<file path="src/logic/boot_cfg_pkg.sv">
// boot config package: script step format, bus widths and step builders for the sequencer
package boot_cfg_pkg;

  // *********************************************************************
  // bus and counter widths
  // *********************************************************************
  localparam int addr_w = 32;
  localparam int data_w = 32;
  // wait step count, up to 65535 idle cycles
  localparam int wait_w = 16;

  // script length, trailing entries padded with op_end
  localparam int max_steps  = 10;
  localparam int step_idx_w = $clog2(max_steps);
  localparam logic [step_idx_w-1:0] last_step = step_idx_w'(max_steps - 1);

  // *********************************************************************
  // step record
  // *********************************************************************
  typedef enum logic [2:0] {
    op_write = 3'd0,
    op_rmw   = 3'd1,
    op_wait  = 3'd2,
    op_end   = 3'd3
  } step_op_t;

  // data is the write value, mask the rmw clear bits, count the idle cycles
  typedef struct packed {
    step_op_t            op;
    logic [addr_w-1:0]   addr;
    logic [data_w-1:0]   data;
    logic [data_w-1:0]   mask;
    logic [wait_w-1:0]   count;
  } step_t;

  typedef step_t script_t [max_steps];

  localparam step_t step_end = '{op: op_end, addr: '0, data: '0, mask: '0, count: '0};

  // builders used by the script tables
  function automatic step_t step_wr(input logic [addr_w-1:0] step_addr,
                                    input logic [data_w-1:0] step_data);
    step_wr = '{op: op_write, addr: step_addr, data: step_data, mask: '0, count: '0};
  endfunction

  function automatic step_t step_rmw(input logic [addr_w-1:0] step_addr,
                                     input logic [data_w-1:0] step_mask);
    step_rmw = '{op: op_rmw, addr: step_addr, data: '0, mask: step_mask, count: '0};
  endfunction

  function automatic step_t step_wait(input logic [wait_w-1:0] step_count);
    step_wait = '{op: op_wait, addr: '0, data: '0, mask: '0, count: step_count};
  endfunction

endpackage

</file>
<file path="src/logic/boot_scripts_pkg.sv">
// boot scripts package: power-on register scripts for the primary and secondary controllers
package boot_scripts_pkg;

  // *********************************************************************
  // primary controller registers
  // *********************************************************************
  localparam logic [boot_cfg_pkg::addr_w-1:0] pri_addr_cfg0    = 32'h0000_001c;
  localparam logic [boot_cfg_pkg::addr_w-1:0] pri_addr_cfg1    = 32'h0000_0020;
  localparam logic [boot_cfg_pkg::addr_w-1:0] pri_addr_timing  = 32'h0000_0004;
  // global interrupt enable
  localparam logic [boot_cfg_pkg::addr_w-1:0] pri_addr_intr_en = 32'h0000_0220;
  localparam logic [boot_cfg_pkg::addr_w-1:0] pri_addr_ctrl    = 32'h0000_0000;
  localparam logic [boot_cfg_pkg::addr_w-1:0] pri_addr_cmd     = 32'h0000_000c;

  localparam logic [boot_cfg_pkg::data_w-1:0] pri_val_cfg0    = 32'h0404_0400;
  localparam logic [boot_cfg_pkg::data_w-1:0] pri_val_cfg1    = 32'h0100_0101;
  localparam logic [boot_cfg_pkg::data_w-1:0] pri_val_timing  = 32'h8053_0000;
  localparam logic [boot_cfg_pkg::data_w-1:0] pri_val_intr_en = 32'h805d_0000;
  localparam logic [boot_cfg_pkg::data_w-1:0] pri_val_ctrl    = 32'hc000_0001;
  localparam logic [boot_cfg_pkg::data_w-1:0] pri_val_cmd     = 32'h4420_0383;

  // settle time after enable, before the command writes
  localparam logic [boot_cfg_pkg::wait_w-1:0] pri_boot_wait = 16'hffff;

  // *********************************************************************
  // secondary controller registers
  // *********************************************************************
  // clock divider
  localparam logic [boot_cfg_pkg::addr_w-1:0] sec_addr_div     = 32'h0000_00b0;
  localparam logic [boot_cfg_pkg::addr_w-1:0] sec_addr_mode_78 = 32'h0000_0078;
  localparam logic [boot_cfg_pkg::addr_w-1:0] sec_addr_mode_70 = 32'h0000_0070;
  localparam logic [boot_cfg_pkg::addr_w-1:0] sec_addr_stat    = 32'h0000_0074;
  localparam logic [boot_cfg_pkg::addr_w-1:0] sec_addr_d8      = 32'h0000_00d8;
  localparam logic [boot_cfg_pkg::addr_w-1:0] sec_addr_ctrl    = 32'h0000_0000;

  localparam logic [boot_cfg_pkg::data_w-1:0] sec_val_div     = 32'h0000_0009;
  localparam logic [boot_cfg_pkg::data_w-1:0] sec_val_mode_70 = 32'h0000_6667;
  localparam logic [boot_cfg_pkg::data_w-1:0] sec_val_stat    = 32'h6666_6666;
  localparam logic [boot_cfg_pkg::data_w-1:0] sec_val_d8      = 32'h0000_0002;
  localparam logic [boot_cfg_pkg::data_w-1:0] sec_val_ctrl    = 32'hc100_0001;

  // mode bits 7:6 forced low
  localparam logic [boot_cfg_pkg::data_w-1:0] sec_rmw_clear = 32'h0000_00c0;

  // *********************************************************************
  // script tables
  // *********************************************************************
  localparam boot_cfg_pkg::script_t pri_script = '{
    boot_cfg_pkg::step_wr(pri_addr_cfg0, pri_val_cfg0),
    boot_cfg_pkg::step_wr(pri_addr_cfg1, pri_val_cfg1),
    boot_cfg_pkg::step_wr(pri_addr_timing, pri_val_timing),
    boot_cfg_pkg::step_wr(pri_addr_intr_en, pri_val_intr_en),
    boot_cfg_pkg::step_wr(pri_addr_ctrl, pri_val_ctrl),
    boot_cfg_pkg::step_wait(pri_boot_wait),
    boot_cfg_pkg::step_wr(pri_addr_cmd, pri_val_cmd),
    boot_cfg_pkg::step_wr(pri_addr_cmd, pri_val_cmd),
    boot_cfg_pkg::step_end,
    boot_cfg_pkg::step_end
  };

  localparam boot_cfg_pkg::script_t sec_script = '{
    boot_cfg_pkg::step_wr(sec_addr_div, sec_val_div),
    boot_cfg_pkg::step_rmw(sec_addr_mode_78, sec_rmw_clear),
    boot_cfg_pkg::step_wr(sec_addr_mode_70, sec_val_mode_70),
    boot_cfg_pkg::step_wr(sec_addr_stat, sec_val_stat),
    boot_cfg_pkg::step_wr(sec_addr_d8, sec_val_d8),
    // enable goes last
    boot_cfg_pkg::step_wr(sec_addr_ctrl, sec_val_ctrl),
    boot_cfg_pkg::step_end,
    boot_cfg_pkg::step_end,
    boot_cfg_pkg::step_end,
    boot_cfg_pkg::step_end
  };

endpackage

</file>
<file path="src/logic/xfer_req_if.sv">
// transfer request interface: single read or write requests from a script player to an APB engine
`timescale 1ns/1ns

interface xfer_req_if;

  // one-cycle request strobe, only when nothing is outstanding
  logic                            req;
  // 1 = write, 0 = read
  logic                            wr;
  // held by the player until done
  logic [boot_cfg_pkg::addr_w-1:0] addr;
  logic [boot_cfg_pkg::data_w-1:0] wdata;
  // one-cycle completion strobe, rdata valid with it
  logic                            done;
  logic [boot_cfg_pkg::data_w-1:0] rdata;

  modport player (
    output req, wr, addr, wdata,
    input  done, rdata
  );

  modport engine (
    input  req, wr, addr, wdata,
    output done, rdata
  );

endinterface

</file>
<file path="src/logic/apb_xfer_engine.sv">
// APB requester engine: runs one setup/access transfer per request and reports completion
`timescale 1ns/1ns

module apb_xfer_engine (
  input  logic                            clk_50m,
  input  logic                            chip_rst_l,
  xfer_req_if.engine                      req_port,
  output logic                            psel,
  output logic                            penable,
  output logic                            pwrite,
  output logic [boot_cfg_pkg::addr_w-1:0] paddr,
  output logic [boot_cfg_pkg::data_w-1:0] pwdata,
  input  logic                            pready,
  input  logic [boot_cfg_pkg::data_w-1:0] prdata
);

  typedef enum logic [1:0] {
    st_idle,
    st_setup,
    st_access
  } state_t;

  state_t state;

  // *********************************************************************
  // phase machine
  // *********************************************************************
  always_ff @(posedge clk_50m or negedge chip_rst_l) begin
    if (!chip_rst_l) begin
      state         <= st_idle;
      psel          <= 1'b0;
      penable       <= 1'b0;
      pwrite        <= 1'b0;
      paddr         <= '0;
      pwdata        <= '0;
      req_port.done <= 1'b0;
    end else begin
      // done is a single-cycle strobe
      req_port.done <= 1'b0;
      case (state)
        st_idle: begin
          // latch request straight into the bus, setup next cycle
          if (req_port.req) begin
            psel   <= 1'b1;
            pwrite <= req_port.wr;
            paddr  <= req_port.addr;
            pwdata <= req_port.wdata;
            state  <= st_setup;
          end
        end
        st_setup: begin
          penable <= 1'b1;
          state   <= st_access;
        end
        st_access: begin
          // pready low stretches access, everything holds
          if (pready) begin
            psel          <= 1'b0;
            penable       <= 1'b0;
            req_port.done <= 1'b1;
            state         <= st_idle;
          end
        end
        default: begin
          state <= st_idle;
        end
      endcase
    end
  end

  // read data capture on the completing edge
  always_ff @(posedge clk_50m) begin
    if (state == st_access && pready) begin
      req_port.rdata <= prdata;
    end
  end

endmodule

</file>
<file path="src/logic/script_player.sv">
// script player: walks one boot script, issuing writes, read-modify-writes and idle waits
`timescale 1ns/1ns

module script_player #(
  parameter boot_cfg_pkg::script_t script = '{default: boot_cfg_pkg::step_end}
) (
  input  logic         clk_50m,
  input  logic         chip_rst_l,
  xfer_req_if.player   req_port,
  output logic         cfg_done
);

  typedef enum logic [2:0] {
    ph_issue,
    ph_wait_done,
    ph_rmw_rd,
    ph_rmw_wr,
    ph_count,
    ph_finished
  } phase_t;

  phase_t                              phase;
  logic [boot_cfg_pkg::step_idx_w-1:0] step_idx;
  logic [boot_cfg_pkg::wait_w-1:0]     wait_cnt;

  // start of a new step this edge
  logic                                launch;
  logic [boot_cfg_pkg::step_idx_w-1:0] launch_idx;
  boot_cfg_pkg::step_t                 launch_step;
  boot_cfg_pkg::step_t                 cur_step;

  assign cur_step = script[step_idx];

  // *********************************************************************
  // next step select
  // *********************************************************************
  always_comb begin
    // ph_issue only right after reset, starts at step 0
    // everywhere else the next step follows the current one
    launch = (phase == ph_issue) ||
             ((phase == ph_wait_done || phase == ph_rmw_wr) && req_port.done) ||
             (phase == ph_count && wait_cnt <= 'd1);
    if (phase == ph_issue) begin
      launch_idx  = step_idx;
      launch_step = script[step_idx];
    end else if (step_idx == boot_cfg_pkg::last_step) begin
      // ran off the table
      launch_idx  = step_idx;
      launch_step = boot_cfg_pkg::step_end;
    end else begin
      launch_idx  = step_idx + 1'b1;
      launch_step = script[launch_idx];
    end
  end

  // *********************************************************************
  // step sequencing
  // *********************************************************************
  always_ff @(posedge clk_50m or negedge chip_rst_l) begin
    if (!chip_rst_l) begin
      phase        <= ph_issue;
      step_idx     <= '0;
      wait_cnt     <= '0;
      req_port.req <= 1'b0;
      cfg_done     <= 1'b0;
    end else begin
      req_port.req <= 1'b0;
      if (launch) begin
        case (launch_step.op)
          boot_cfg_pkg::op_write: begin
            req_port.req <= 1'b1;
            step_idx     <= launch_idx;
            phase        <= ph_wait_done;
          end
          boot_cfg_pkg::op_rmw: begin
            // read half first
            req_port.req <= 1'b1;
            step_idx     <= launch_idx;
            phase        <= ph_rmw_rd;
          end
          boot_cfg_pkg::op_wait: begin
            wait_cnt <= launch_step.count;
            step_idx <= launch_idx;
            phase    <= ph_count;
          end
          default: begin
            // end step, done holds until reset
            cfg_done <= 1'b1;
            phase    <= ph_finished;
          end
        endcase
      end else if (phase == ph_rmw_rd && req_port.done) begin
        // write half goes out the cycle after read data
        req_port.req <= 1'b1;
        phase        <= ph_rmw_wr;
      end else if (phase == ph_count) begin
        wait_cnt <= wait_cnt - 1'b1;
      end
    end
  end

  // request fields, held until done
  always_ff @(posedge clk_50m) begin
    if (launch && (launch_step.op == boot_cfg_pkg::op_write ||
                   launch_step.op == boot_cfg_pkg::op_rmw)) begin
      req_port.wr    <= (launch_step.op == boot_cfg_pkg::op_write);
      req_port.addr  <= launch_step.addr;
      req_port.wdata <= launch_step.data;
    end else if (phase == ph_rmw_rd && req_port.done) begin
      // merge, same address as the read
      req_port.wr    <= 1'b1;
      req_port.wdata <= req_port.rdata & ~cur_step.mask;
    end
  end

endmodule

</file>
<file path="src/logic/boot_seq_top.sv">
// boot sequencer top: primary and secondary script players, each driving its own APB requester
`timescale 1ns/1ns

module boot_seq_top (
  input  logic                            clk_50m,
  input  logic                            chip_rst_l,
  // primary controller APB
  output logic                            pri_psel,
  output logic                            pri_penable,
  output logic                            pri_pwrite,
  output logic [boot_cfg_pkg::addr_w-1:0] pri_paddr,
  output logic [boot_cfg_pkg::data_w-1:0] pri_pwdata,
  input  logic                            pri_pready,
  input  logic [boot_cfg_pkg::data_w-1:0] pri_prdata,
  // secondary controller APB
  output logic                            sec_psel,
  output logic                            sec_penable,
  output logic                            sec_pwrite,
  output logic [boot_cfg_pkg::addr_w-1:0] sec_paddr,
  output logic [boot_cfg_pkg::data_w-1:0] sec_pwdata,
  input  logic                            sec_pready,
  input  logic [boot_cfg_pkg::data_w-1:0] sec_prdata,
  // script completion levels
  output logic                            pri_cfg_done,
  output logic                            sec_cfg_done
);

  xfer_req_if pri_req_if ();
  xfer_req_if sec_req_if ();

  // *********************************************************************
  // primary channel
  // *********************************************************************
  script_player #(
    .script (boot_scripts_pkg::pri_script)
  ) u_pri_player (
    .clk_50m    (clk_50m),
    .chip_rst_l (chip_rst_l),
    .req_port   (pri_req_if.player),
    .cfg_done   (pri_cfg_done)
  );

  apb_xfer_engine u_pri_engine (
    .clk_50m    (clk_50m),
    .chip_rst_l (chip_rst_l),
    .req_port   (pri_req_if.engine),
    .psel       (pri_psel),
    .penable    (pri_penable),
    .pwrite     (pri_pwrite),
    .paddr      (pri_paddr),
    .pwdata     (pri_pwdata),
    .pready     (pri_pready),
    .prdata     (pri_prdata)
  );

  // *********************************************************************
  // secondary channel, runs independently of primary
  // *********************************************************************
  script_player #(
    .script (boot_scripts_pkg::sec_script)
  ) u_sec_player (
    .clk_50m    (clk_50m),
    .chip_rst_l (chip_rst_l),
    .req_port   (sec_req_if.player),
    .cfg_done   (sec_cfg_done)
  );

  apb_xfer_engine u_sec_engine (
    .clk_50m    (clk_50m),
    .chip_rst_l (chip_rst_l),
    .req_port   (sec_req_if.engine),
    .psel       (sec_psel),
    .penable    (sec_penable),
    .pwrite     (sec_pwrite),
    .paddr      (sec_paddr),
    .pwdata     (sec_pwdata),
    .pready     (sec_pready),
    .prdata     (sec_prdata)
  );

endmodule

</file>
<file path="config.mk">
export PLATFORM = sky130hd
export DESIGN_NAME = boot_seq_top
export DESIGN_NICKNAME = d
export VERILOG_FILES = /design/src/logic/boot_cfg_pkg.sv /design/src/logic/boot_scripts_pkg.sv /design/src/logic/xfer_req_if.sv /design/src/logic/apb_xfer_engine.sv /design/src/logic/script_player.sv /design/src/logic/boot_seq_top.sv
export SDC_FILE = /design/constraint.sdc
export NUM_CORES = 1
export LEC_CHECK = 0
export CORE_MARGIN = 1
export CORE_UTILIZATION = 40
export CTS_BUF_LIST = sky130_fd_sc_hd__clkbuf_4 sky130_fd_sc_hd__clkbuf_8 sky130_fd_sc_hd__clkbuf_16
export DETAILED_ROUTE_END_ITERATION = 10
export DONT_BUFFER_PORTS = 1
export PLACE_DENSITY = 0.59
export SETUP_SLACK_MARGIN = 0.4
export SYNTH_ARGS = -nofsm -noshare
export SYNTH_HDL_FRONTEND = slang
export SYNTH_SLANG_ARGS = --single-unit
</file>
<file path="constraint.sdc">
create_clock -name clk_50m -period 6.4 [get_ports clk_50m]
set_input_delay 1.28 -clock clk_50m [delete_from_list [all_inputs] [get_ports clk_50m]]
set_output_delay 1.28 -clock clk_50m [all_outputs]
set_load 0.02 [all_outputs]
</file>
# Yosys cells after proc, flatten, opt, wreduce, memory -nomap -nowiden
# Memories as Yosys holds them, arrays and structs flattened.
# Index checks and enable logic that the tools add are counted.
# classes
addsub	4
n_mul	0
div_mod_pow	0
magnitude_cmp	6
n_eq_ne	26
shift	0
mux	58
n_bitwise	14
reduce_logical	52
# op_table
op	n
115-bit 2-to-1 mux	12
16-bit 2-to-1 mux	8
32-bit 2-to-1 mux	4
32-bit AND	2
32-bit NOT	2
16-bit by 1-bit less-or-equal comparator with 1-bit output, second input constant	2
16-bit by 1-bit subtractor with 16-bit output, second input constant	2
5-bit >= comparator, second input constant	4
4-bit NOT with 5-bit output	4
2-bit nonzero test	10
3-bit by 2-bit equality test with 1-bit output, second input constant	6
1-bit 2-to-1 mux	18
3-bit one-hot mux with 3 select lines	2
2-bit AND reduction	8
3-bit by 1-bit equality test with 1-bit output, second input constant	4
3-bit logical NOT	4
3-bit 2-to-1 mux	4
2-bit != test, second input constant	6
2-bit one-hot mux with 3 select lines	2
3-bit AND reduction	4
1-bit logical AND	10
4-bit by 1-bit adder with 4-bit output, second input constant	2
4-bit equality test, second input constant	2
1-bit logical OR	8
other kinds (11)	30
# totals
regBits	384
latch_bits	0
ram_bits	0
rom_bits	7360
elab_cells	196
n_memories	4
# memory_table
name	depth	width	rd	rd_ports_with_merged_regs	wr	line_no	rtl
(no name shown)	16	115	1	0	0	script_player.sv:32	assign cur_step = script[step_idx];
(no name shown)	16	115	1	0	0	script_player.sv:52	launch_step = script[launch_idx];
(no name shown)	16	115	1	0	0	script_player.sv:45	launch_step = script[step_idx];
(no name shown)	16	115	1	0	0	script_player.sv:52	

# Logic depth before layout (Yosys ltp)
# Gate-level depths: netlist (run 1).
# depth
ltp_word	11
depth_mapped	17
mapped_depth_nobuf	13

# Modules after synthesis
# A second synthesis (run 1) with hierarchy kept.
# unflattened
cells_unflattened	1065
hier_area_um2	14569.0
# by_module_without_submodules
module	n_inst	cells_per_inst	area_each_um2	seq_area_each_um2
apb_xfer_engine	2	187	3590.9	2712.6
script_player (u_pri_player)	1	354	3798.6	1766.7
script_player (u_sec_player)	1	337	3588.4	1796.7

# Worst setup path after synthesis (run 1)
# No wires, ideal clock.
# synth_path
path_kind	input to register
startpoint	input port pri_pready
endpoint	register u_pri_engine.req_port.rdata[0] (enable)
setup_ns	0.473
t_arrival_ns	3.794
required_ns	5.927
slack_ns	2.134
stages	2
path_buffers	0
path_cell_list	inv_1 > nor3b_1
# synth_via
elab_chain_cells	1
# synth_rtl
element	line_no	rtl
start, declared	boot_seq_top.sv:13	input logic pri_pready,
1-bit logical AND	apb_xfer_engine.sv:73	if (state == st_access && pready) begin
end signal, assigned	apb_xfer_engine.sv:74	req_port.rdata <= prdata;
end, declared	xfer_req_if.sv:24	output done, rdata
# Every way passes these cells.
# A chain may end at the register's enable or synchronous reset.

# Worst setup path in the final report (run 1)
# layout_path
startpoint	register u_pri_player.step_idx[1] in the netlist's numbering
endpoint	register u_pri_player.req_port.wdata[19], data pin
# layout_via
elab_chain_cells	11
word_cells_on_any_way	20
classes_between	1 x add/sub; 2 x eq/ne; 8 x mux; 4 x bitwise; 3 x reduce/logical; 2 x memory
# layout_rtl
element	line_no	rtl
start, declared	script_player.sv:23	logic [boot_cfg_pkg::step_idx_w-1:0] step_idx;
start signal, assigned	script_player.sv:72	step_idx <= launch_idx;
start signal, assigned	script_player.sv:78	step_idx <= launch_idx;
start signal, assigned	script_player.sv:83	step_idx <= launch_idx;
4-bit by 1-bit adder with 4-bit output	script_player.sv:51	launch_idx = step_idx + 1'b1;
4-bit NOT with 5-bit output (implied by the code)	script_player.sv:52	
memory read 16 x 115 bit	--	
115-bit 2-to-1 mux (implied by the code) (2 in a row)	script_player.sv:52	
115-bit 2-to-1 mux	script_player.sv:46	end else if (step_idx == boot_cfg_pkg::last_step) begin
115-bit 2-to-1 mux	script_player.sv:43	if (phase == ph_issue) begin
3-bit by 1-bit equality test with 1-bit output / 3-bit logical NOT (equally long branches)	script_player.sv:105, script_player.sv:104	
1-bit logical OR	script_player.sv:104	if (launch && (launch_step.op == boot_cfg_pkg::op_write ||
1-bit logical AND	script_player.sv:104	
32-bit 2-to-1 mux (*)	script_player.sv:104	
end signal, assigned	script_player.sv:108	req_port.wdata <= launch_step.data;
end signal, assigned	script_player.sv:112	req_port.wdata <= req_port.rdata & ~cur_step.mask;
end, declared	xfer_req_if.sv:18	output req, wr, addr, wdata,
# Every way passes the cells marked *; elsewhere a longest branch is shown, timed or not. The select of a mux whose other input is x is not followed.

==> reports/qor.yml, run 1 <==
global_routing:
  grt_max_degree: 138
  overflow: 0
  grt_pass1_wl_mm: 37.5
  antenna_found_initial: 0
  first_global_vias: 6660
  grt_util_all_layers_pct: 15.5
sta:
  fin_crit_sh_pct: 57.6
  hold_violations: 0
  period_needed_ns: 3.68
  max_slew_margin_pct: 19.1
  grt_setup_unrepaired: "no"
  tns_ns: 0
  setup_violations: 0
  worst_pin_slew_ns: 1.21
  fmax_ghz: 0.271
  finClkSkew_ns: 0.0183
  drv_slew: 0
drt:
  drtIter0Drc: 426
  firstDrtPassIters: 6
  avgRoutedWirePerCell_um: 18.1
  ant_nets: 0
  drt-vias-per-instance: 5.11
  totalWireLength_mm: 23.7
  vias: 6721
  drcViolationCount: 0
clocking:
  cts_max_level: 1
  root_buffer: "clkbuf_16"
  cts_made_buffers: 30
  post_cts_buffers: 0
  clk_latency_ns: 0.55
  clock-sinks: 278
  cts.repair.resized: 0
  cts_tree: "built"
  clkSlewWorstSetupHoldPaths_ns: 0.06
  hold_buffers: 0
  clock_tree.buffer_depth: 3
floorplan:
  die_area_um2: 30600
  num_io_pins: 204
  core_area_um2: 29000
  start_util_pct: 41.2
  die_h_um: 175
  die_width_um: 175
  num_rows: 62
worst_setup_path:
  start_kind: "register"
  worstPathArrival_ns: 3.97
  crit_family: "compound AO/OA/AOI/OAI gates"
  critPathBufInv: 3
  cp-end-kind: "register"
  worstPathCellList: "inv_1, ha_1, nand2_1, o21ai_0, nor2_1, a22oi_1, inv_1, ha_1, nor2_1, nor2_4, buf_4, mux2_2"
  worst-setup-path-type: "register to register"
  cpMaxStageDelayCell: "o21ai_0"
  cp.required_ns: 6.69
  slowest_delay_ns: 0.48
  crit_fanout: 31
  r2r_slack_ns: 2.72
final_layout:
  layout.nets: 1003
  antenna_cells: 0
  area_growth_pct: 10.9
  fillerInstances: 2604
  drive_gt1_share_pct: 18.3
  layout.cells.non_filler: 1314
synthesis:
  synth_area_per_cell_um2: 13.3
  synth_cells: 901
  yosysWarnings: 0
  yosys.area.top_type: "edfxtp_1"
  synth.cell_area_um2: 12000
  synth_area_leaders: "edfxtp_1 (35%), dfrtp_1 (29%), mux2_2 (7.7%), buf_4 (3.5%), ha_1 (2.9%)"
  synthTopCellsByCount: "edfxtp_1 (141), dfrtp_1 (137), mux2_2 (82)"
  ys_types: 71
  ys_seq_elements: 278
  synthArstFlopShare_pct: 49.3
  synth-edff-count: 141
  ys_seq_area_share_pct: 64.1
  synth_top_area_share_pct: 35.4
  synth_ff_type: "edfxtp_1"
  yosysMostFrequentCell: "edfxtp_1"
placement:
  gp_congestion: 0.785
  place_inst: 1259
  dpl.hpwl_mm: 15.7
  io_buffers: 0
power:
  max-vdd-ir-drop_mv: 0.289
  cellPowerDensity_nw_per_um2: 549
  power_leakage_nw: 5.13
hold_path:
  min_path_type: "primary input to asynchronous set/reset pin"
job:
  maxCapViolations: 0
run_status:
  status: "completed"
==> placed cells by master (no fill, tap or decap), types with 15 or more instances in the layout <==
cell	count
edfxtp_1	141
dfrtp_1	137
mux2_2	82
nor2_1	70
conb_1	53
nor3_1	45
a21oi_1	35
nand2_1	35
clkbuf_16	31
ha_1	28
inv_1	25
o21a_1	22
nor2b_1	18
xor2_1	16
o21ai_0	15
==> report_power, final <==
group          internal, mW  switching [mW]
clock network          1.08           0.685
logic                 0.884            1.20
registers              2.61           0.806
total                  4.58            2.69
==> per-stage QoR <==
step                area, um^2  setup WS, ns  hold slack [ns]  total power [mW]  util [%]
detailed placement       12200          2.74            0.462              5.55      42.1
finish                   13300          2.72            0.433              7.27      45.7
CTS                      13300          2.71            0.414              7.34      45.7
global route             13300          2.35            0.414              7.73      45.7
global placement         12200          2.92            0.456              5.49      42.1
floorplan                12100          2.13            0.454              4.97         -
==> worst register-to-register path: cells and delay by family (launching register included) <==
family | cells | cell delay [ns]
AND/OR/NAND/NOR | 4 | 0.75
buffers and inverters | 3 | 0.63
multiplexers | 1 | 0.32
AO/OA/AOI/OAI | 2 | 0.77
adder cells (fa/ha/maj) | 2 | 0.49
flip-flops | 1 | 0.47
==> flip-flops by register name (all words and copies together), names as in the netlist, 2 cells and up <==
register / flops
u_sec_engine.pwdata: 32
u_sec_engine.state: 2
u_sec_player.wait_cnt: 16
u_sec_player.req_port.wdata: 32
u_pri_engine.req_port.rdata: 32
u_pri_engine.state: 2
u_pri_engine.pwdata: 32
u_pri_player.req_port.addr: 5
u_sec_engine.req_port.rdata: 32
u_pri_engine.paddr: 5
u_pri_player.phase: 3
u_sec_engine.paddr: 6
u_pri_player.step_idx: 4
u_pri_player.req_port.wdata: 32
u_pri_player.wait_cnt: 16
u_sec_player.step_idx: 4
u_sec_player.phase: 3
u_sec_player.req_port.addr: 6
==> logic make-up (layout without fill, tap and decap cells) <==
family	after synthesis	count (layout)	share of synthesized area, %
simple gates	232	232	9.88
fa+ha+maj	28	28	2.93
compound gates	143	143	8.24
other cells	1	53	0.0314
buf+inv	116	93	5.52
mux	84	84	7.90
flops	278	278	64.1
xor+xnor	19	19	1.39
==> cell type report <==
| type | count | area, um^2 | share of cell area [%] |
|---|---|---|---|
| sequential | 278 | 7660 | 57.8 |
| tap | 384 | 480 | 3.63 |
| inverter | 26 | 98.8 | 0.746 |
| clock buffer | 42 | 890 | 6.71 |
| clock inverter | 13 | 144 | 1.09 |
| multi-input combinational | 559 | 3890 | 29.3 |
| timing repair buffer | 12 | 90.1 | 0.680 |
==> path summary, 6_finish.rpt <==
kind | cells past startpoint | from | to
setup / recovery | 12 | u_pri_player.step_idx[1]$_DFFE_PN0P_ | u_pri_player.req_port.wdata[19]$_DFFE_PP_
hold / removal | 0 | chip_rst_l | u_sec_player.wait_cnt[10]$_DFFE_PN0P_
setup reg to reg | 12 | u_pri_player.step_idx[1]$_DFFE_PN0P_ | u_pri_player.req_port.wdata[19]$_DFFE_PP_
hold reg to reg | 1 | u_sec_player.req_port.wdata[27]$_SDFFCE_PN0P_ | u_sec_engine.pwdata[27]$_DFFE_PN0P_
max in group asynchronous | 0 | chip_rst_l | u_pri_engine.pwdata[23]$_DFFE_PN0P_
min in group clk_50m | 1 | u_sec_player.req_port.wdata[27]$_SDFFCE_PN0P_ | u_sec_engine.pwdata[27]$_DFFE_PN0P_
==> layer usage <==
| metal | vias up | track usage (%) | part of all wire (%) |
|---|---|---|---|
| li1 | 3158 | - | - |
| met1 | 3366 | 21.8 | 46 |
| met2 | 160 | 24.3 | 46 |
| met3 | 37 | 3.48 | 6.3 |
| met4 | 0 | 4.02 | 2.0 |
| met5 | - | 0 | 0 |
(Power assumes the default switching activity.)
==> inputs of run 2 (changes only) <==
--- a/config.mk
+++ b/config.mk
@@ -10,7 +10,7 @@
 export CTS_BUF_LIST = sky130_fd_sc_hd__clkbuf_4 sky130_fd_sc_hd__clkbuf_8 sky130_fd_sc_hd__clkbuf_16
 export DETAILED_ROUTE_END_ITERATION = 10
 export DONT_BUFFER_PORTS = 1
-export PLACE_DENSITY = 0.59
+export PLACE_DENSITY = 0.61
 export SETUP_SLACK_MARGIN = 0.4
 export SYNTH_ARGS = -nofsm -noshare
 export SYNTH_HDL_FRONTEND = slang
==> constraint.sdc (replaced) <==
create_clock -name clk_50m -period 3.16 [get_ports clk_50m]
set_input_delay 0.632 -clock clk_50m [delete_from_list [all_inputs] [get_ports clk_50m]]
set_output_delay 0.632 -clock clk_50m [all_outputs]
set_load 0.02 [all_outputs]
==> run 2 against run 1 <==
- the flow now finishes with violations (negative hold slack)
- die area did not move
- critical path depth unchanged
- clock skew shrank 0.0053 ns
- global-route usage fell by 0.45 points
- utilization up 1.8 points
- via count increased by 2.6%
- final cell count is 3.5% higher
- first-iteration DRC count is 15% higher
- final area grew 4.0%
- maximum frequency up 38%
- sequential power up 99%
==> reports/qor.yml, run 2 (synthesized netlist as in run 1, its figures left out) <==
run_status:
  status: "complete, but fails checks"
  failed_checks: "negative hold slack"
sta:
  drv_slew: 0
  grt_setup_unrepaired: "no"
  hold_violations: 137
  fin_ws_ns: 0.486
  max_slew_margin_pct: 36.8
  period_needed_ns: 2.67
  setup_violations: 0
  worst_pin_slew_ns: 0.936
  finClkSkew_ns: 0.0129
  whs_ns: -0.194
  fmax_ghz: 0.374
  fin_crit_sh_pct: 84.6
  tns_ns: 0
power:
  switching_share_pct: 37.5
  p_sw_mw: 5.77
  clkPwrFrac_pct: 20.9
  cellPowerDensity_nw_per_um2: 1120
  pwr-share-seq_pct: 44.3
  p_comb_share_pct: 34.8
  power_mw: 15.4
  power_leakage_nw: 5.32
  max-vdd-ir-drop_mv: 0.465
  p_int_mw: 9.62
global_routing:
  grt_max_degree: 138
  first_global_vias: 6762
  overflow: 0
  antenna_found_initial: 3
  grt_util_all_layers_pct: 15.0
  grt_pass1_wl_mm: 36.9
worst_setup_path:
  worst-setup-path-type: "register to register"
  r2r_start: "u_sec_player.step_idx[1]$_DFFE_PN0P_"
  startpoint: "u_sec_player.step_idx[1]$_DFFE_PN0P_"
  critPathBufInv: 2
  worstPathArrival_ns: 2.92
  crit_family: "adder cells"
  worstPathCellList: "ha_4, ha_4, nand2b_4, nand2_1, a21oi_2, a21o_1, ha_2, nor2_1, or2_4, buf_6, o21ai_4, clkbuf_16"
  cpMaxStageDelayCell: "dfrtp_2"
  crit_path_frequent_cell: "ha_4"
  crit_cells: 12
  reg2reg_depth: 12
  slowest_delay_ns: 0.44
  start_kind: "register"
  cp-end-kind: "register"
  cp.required_ns: 3.40
  crit_fanout: 6
final_layout:
  drive_gt1_share_pct: 24.8
  layout_commonest_cell: "edfxtp_1"
  layout_common_cells: "edfxtp_1 (141), dfrtp_1 (132), mux2_2 (82)"
  layout.nets: 1047
  fin_area_um2: 13800
  area_growth_pct: 15.3
drt:
  drcViolationCount: 0
  drt-vias-per-instance: 5.07
  ant_nets: 0
  drtIter0Drc: 488
  avgRoutedWirePerCell_um: 17.3
  totalWireLength_mm: 23.6
  firstDrtPassIters: 4
  vias: 6897
floorplan:
  die_width_um: 175
  num_rows: 62
  core_area_um2: 29000
  die_area_um2: 30600
  start_util_pct: 41.2
  die_h_um: 175
  num_io_pins: 204
placement:
  gp_congestion: 0.837
  placed_area_um2: 12500
  dpl.hpwl_mm: 15.1
  place_ws_ns: -0.109
  io_buffers: 0
hold_path:
  min_path_type: "primary input to asynchronous set/reset pin"
clocking:
  cts_made_buffers: 28
  root_buffer: "clkbuf_16"
  clock-sinks: 278
  clock_tree.buffer_depth: 3
  cts_tree: "built"
  clkSlewWorstSetupHoldPaths_ns: 0.06
  cts_max_level: 1
  clk_latency_ns: 0.53
job:
  maxCapViolations: 0
run 2: area by class of cell:
type,count,area (um^2)
Inverter,26,103
Tap cell,384,480
Fill cell,2522,15200
Clock inverter,14,104
Antenna cell,3,7.51
Timing Repair Buffer,55,515
Multi-Input combinational cell,562,4090
Sequential cell,278,7670
Clock buffer,38,806
run 2: power by group through the flow:
stage | registers, mW | clock network, mW | logic, mW
2_1_floorplan | 6.57 | 0 | 3.66
3_3_place_gp | 6.88 | 0 | 4.55
3_5_place_dp | 6.91 | 0 | 4.67
4_1_cts | 6.83 | 3.31 | 5.01
5_1_grt | 6.97 | 3.44 | 5.93
6_report | 6.82 | 3.21 | 5.36
run 2: metal layers:
metal | vias up | wire length (um) | global-route usage [%]
li1 | 3252 | - | -
met1 | 3437 | 10500 | 20.2
met5 | - | 17 | 0
met3 | 37 | 1260 | 3.05
met4 | 2 | 437 | 3.88
met2 | 169 | 11400 | 24.9
run 2: stage by stage:
| stage | instances | utilization (%) |
|---|---|---|
| floorplan | 953 | - |
| global placement | 1282 | 43.0 |
| detailed placement | 1282 | 43.0 |
| CTS | 1342 | 46.6 |
| global route | 1359 | 47.5 |
| finish | 1360 | 47.5 |
run 2: worst paths after layout:
path / end / slack [ns]
setup / recovery: u_sec_player.req_port.wdata[31]$_DFFE_PP_ / 0.49
hold / removal: u_pri_engine.state[0]$_DFFE_PN0P_ / -0.19
setup reg to reg: u_sec_player.req_port.wdata[31]$_DFFE_PP_ / 0.49
hold reg to reg: u_sec_engine.pwdata[29]$_DFFE_PN0P_ / 0.47
max in group asynchronous: u_sec_player.step_idx[0]$_DFFE_PN0P_ / 3.12
min in group clk_50m: u_pri_engine.req_port.rdata[30]$_DFFE_PP_ / 0.19
run 2: repair_timing:
| action | CTS | global route |
|---|---|---|
| gates cloned | 3 | 2 |
| gates resized for setup | 11 | 28 |
| pin swaps | 2 | 10 |
| endpoints found under the setup margin | 114 | 158 |
| endpoints found under the hold margin | 137 | 137 |
| setup buffers | 5 | 13 |
==> inputs of run 3 (changes only) <==
--- a/config.mk
+++ b/config.mk
@@ -10,7 +10,7 @@
 export CTS_BUF_LIST = sky130_fd_sc_hd__clkbuf_4 sky130_fd_sc_hd__clkbuf_8 sky130_fd_sc_hd__clkbuf_16
 export DETAILED_ROUTE_END_ITERATION = 10
 export DONT_BUFFER_PORTS = 1
-export PLACE_DENSITY = 0.61
+export PLACE_DENSITY = 0.59
 export SETUP_SLACK_MARGIN = 0.4
 export SYNTH_ARGS = -nofsm -noshare
 export SYNTH_HDL_FRONTEND = slang
==> constraint.sdc (replaced) <==
create_clock -name clk_50m -period 2.8 [get_ports clk_50m]
set_input_delay 0.56 -clock clk_50m [delete_from_list [all_inputs] [get_ports clk_50m]]
set_output_delay 0.56 -clock clk_50m [all_outputs]
set_load 0.02 [all_outputs]
==> run 3 against run 2 <==
- the flow still finishes with violations (negative hold slack)
- setup slack worse by 0.30 ns
- sequential power is 14% higher
- sequential cell count is the same
- utilization rose by 5.7 points
- clock-buffer cell count is the same
- worst hold slack worse by 0.069 ns
- critical path type unchanged
- register-to-register slack worse by 0.30 ns
==> reports/qor.yml, run 3 (synthesized netlist as in run 1, its figures left out) <==
clocking:
  clock_tree.buffer_depth: 3
  root_buffer: "clkbuf_16"
  clkSlewWorstSetupHoldPaths_ns: 0.06
  clk_latency_ns: 0.53
  cts_made_buffers: 29
  clock-sinks: 278
  cts_tree: "built"
  cts_max_level: 1
global_routing:
  overflow: 0
  antenna_found_initial: 1
  grt_max_degree: 138
  grt-busiest-layer: "met2"
  grt_pass1_wl_mm: 40.5
  use_met3_pct: 2.83
  first_global_vias: 7206
  grt_util_all_layers_pct: 16.6
  grt_use_met2_pct: 27.6
  grt_util_met1_pct: 22.5
sta:
  worst_pin_slew_ns: 0.694
  hold_violations: 137
  max_slew_margin_pct: 53.4
  drv_slew: 0
  period_needed_ns: 2.62
  grt_setup_unrepaired: "yes"
  whs_ns: -0.263
  tns_ns: 0
  finClkSkew_ns: 0.0127
  fmax_ghz: 0.382
  fin_crit_sh_pct: 93.4
  setup_violations: 0
power:
  cellPowerDensity_nw_per_um2: 1350
  power_leakage_nw: 5.99
  clkPwrFrac_pct: 19.0
  switching_share_pct: 37.2
  power_mw: 20.9
  p_sw_mw: 7.77
  p_comb_share_pct: 43.8
  max-vdd-ir-drop_mv: 0.564
  p_int_mw: 13.1
  pwr-share-seq_pct: 37.2
worst_setup_path:
  startpoint: "u_pri_player.step_idx[2]$_DFFE_PN0P_"
  worstPathArrival_ns: 3.02
  start_kind: "register"
  cp-end-kind: "register"
  crit_fanout: 7
  r2r_start: "u_pri_player.step_idx[2]$_DFFE_PN0P_"
  cp.required_ns: 3.21
  worst-setup-path-type: "register to register"
final_layout:
  layout.cells.non_filler: 1427
  area_growth_pct: 29.1
  layout_commonest_cell: "edfxtp_1"
  layout_common_cells: "edfxtp_1 (141), dfrtp_1 (132), mux2_2 (81)"
  layout.nets: 1116
  drive_gt1_share_pct: 40.3
floorplan:
  start_util_pct: 41.2
  num_rows: 62
  die_h_um: 175
  die_width_um: 175
  num_io_pins: 204
  die_area_um2: 30600
  core_area_um2: 29000
hold_path:
  min_path_type: "primary input to asynchronous set/reset pin"
placement:
  io_buffers: 0
  gp_congestion: 0.810
  dpl.hpwl_mm: 15.6
  place_inst: 1299
drt:
  firstDrtPassIters: 5
  totalWireLength_mm: 27.3
  ant_nets: 0
  drtIter0Drc: 465
  vias: 7431
  avgRoutedWirePerCell_um: 19.1
  drcViolationCount: 0
  drt-vias-per-instance: 5.21
run_status:
  failed_checks: "negative hold slack"
  status: "complete, but fails checks"
job:
  maxCapViolations: 0
-- run 3: worst paths after layout --
path / slack (ns) / cells after the start / end
max in group asynchronous: 2.80 / 0 / u_sec_engine.pwdata[19]$_DFFE_PN0P_
hold / removal: -0.26 / 0 / u_pri_engine.state[1]$_DFFE_PN0P_
hold reg to reg: 0.47 / 1 / u_sec_engine.pwdata[24]$_DFFE_PN0P_
min in group clk_50m: 0.12 / 0 / u_sec_engine.req_port.rdata[18]$_DFFE_PP_
setup / recovery: 0.18 / 12 / u_pri_player.wait_cnt[6]$_DFFE_PN0P_
setup reg to reg: 0.18 / 12 / u_pri_player.wait_cnt[6]$_DFFE_PN0P_
-- run 3: critical path: stages, from the launching register on --
cell and delay [ns]:
dfrtp_1 0.46, nand3_2 0.20, xnor2_4 0.28, nor2_2 0.07, a22oi_2 0.26, ha_2 0.23
inv_2 0.05, a311oi_4 0.32, a21oi_4 0.16, buf_12 0.16, buf_16 0.14, a21oi_2 0.12
nor3_2 0.05
-- run 3: repair_timing --
item | in CTS | in global routing
cloned | 10 | 4
pin swaps | 18 | 54
resized for setup | 66 | 118
buffers inserted | 44 | 16
setup endpoints to repair | 173 | 183
hold endpoints to repair | 137 | 137
-- run 3: power by group through the flow --
stage | Combinational, mW | Clock [mW] | Sequential (mW)
4_1_cts | 7.79 | 4.05 | 7.70
3_3_place_gp | 5.71 | 0 | 7.74
5_1_grt | 9.80 | 4.20 | 7.92
6_report | 9.15 | 3.97 | 7.76
3_5_place_dp | 5.84 | 0 | 7.77
2_1_floorplan | 4.49 | 0 | 7.42
-- run 3: final cells by class --
cell class,instances,area (um^2)
Clock inverter,15,189
Multi-Input combinational cell,560,4750
Antenna cell,1,2.50
Timing Repair Buffer,124,1400
Sequential cell,278,7670
Fill cell,2380,13600
Tap cell,384,480
Clock buffer,38,812
Inverter,26,110
Timing Repair inverter,1,16.3
-- run 3: through the flow --
step | cell area, um^2 | setup slack (ns) | utilization, %
detailed placement | 12800 | 0.0738 | 44.1
CTS | 14700 | 0.274 | 50.6
global route | 15400 | 0.120 | 53.2
global placement | 12800 | 0.111 | 44.1
floorplan | 12500 | -0.0171 | -
finish | 15400 | 0.185 | 53.2
-- run 3: layer usage --
layer / vias up / routed length [um]
li1: 3412 / -
met1: 3747 / 11900
met2: 224 / 13400
met3: 48 / 1400
met4: 0 / 609
met5: - / 0
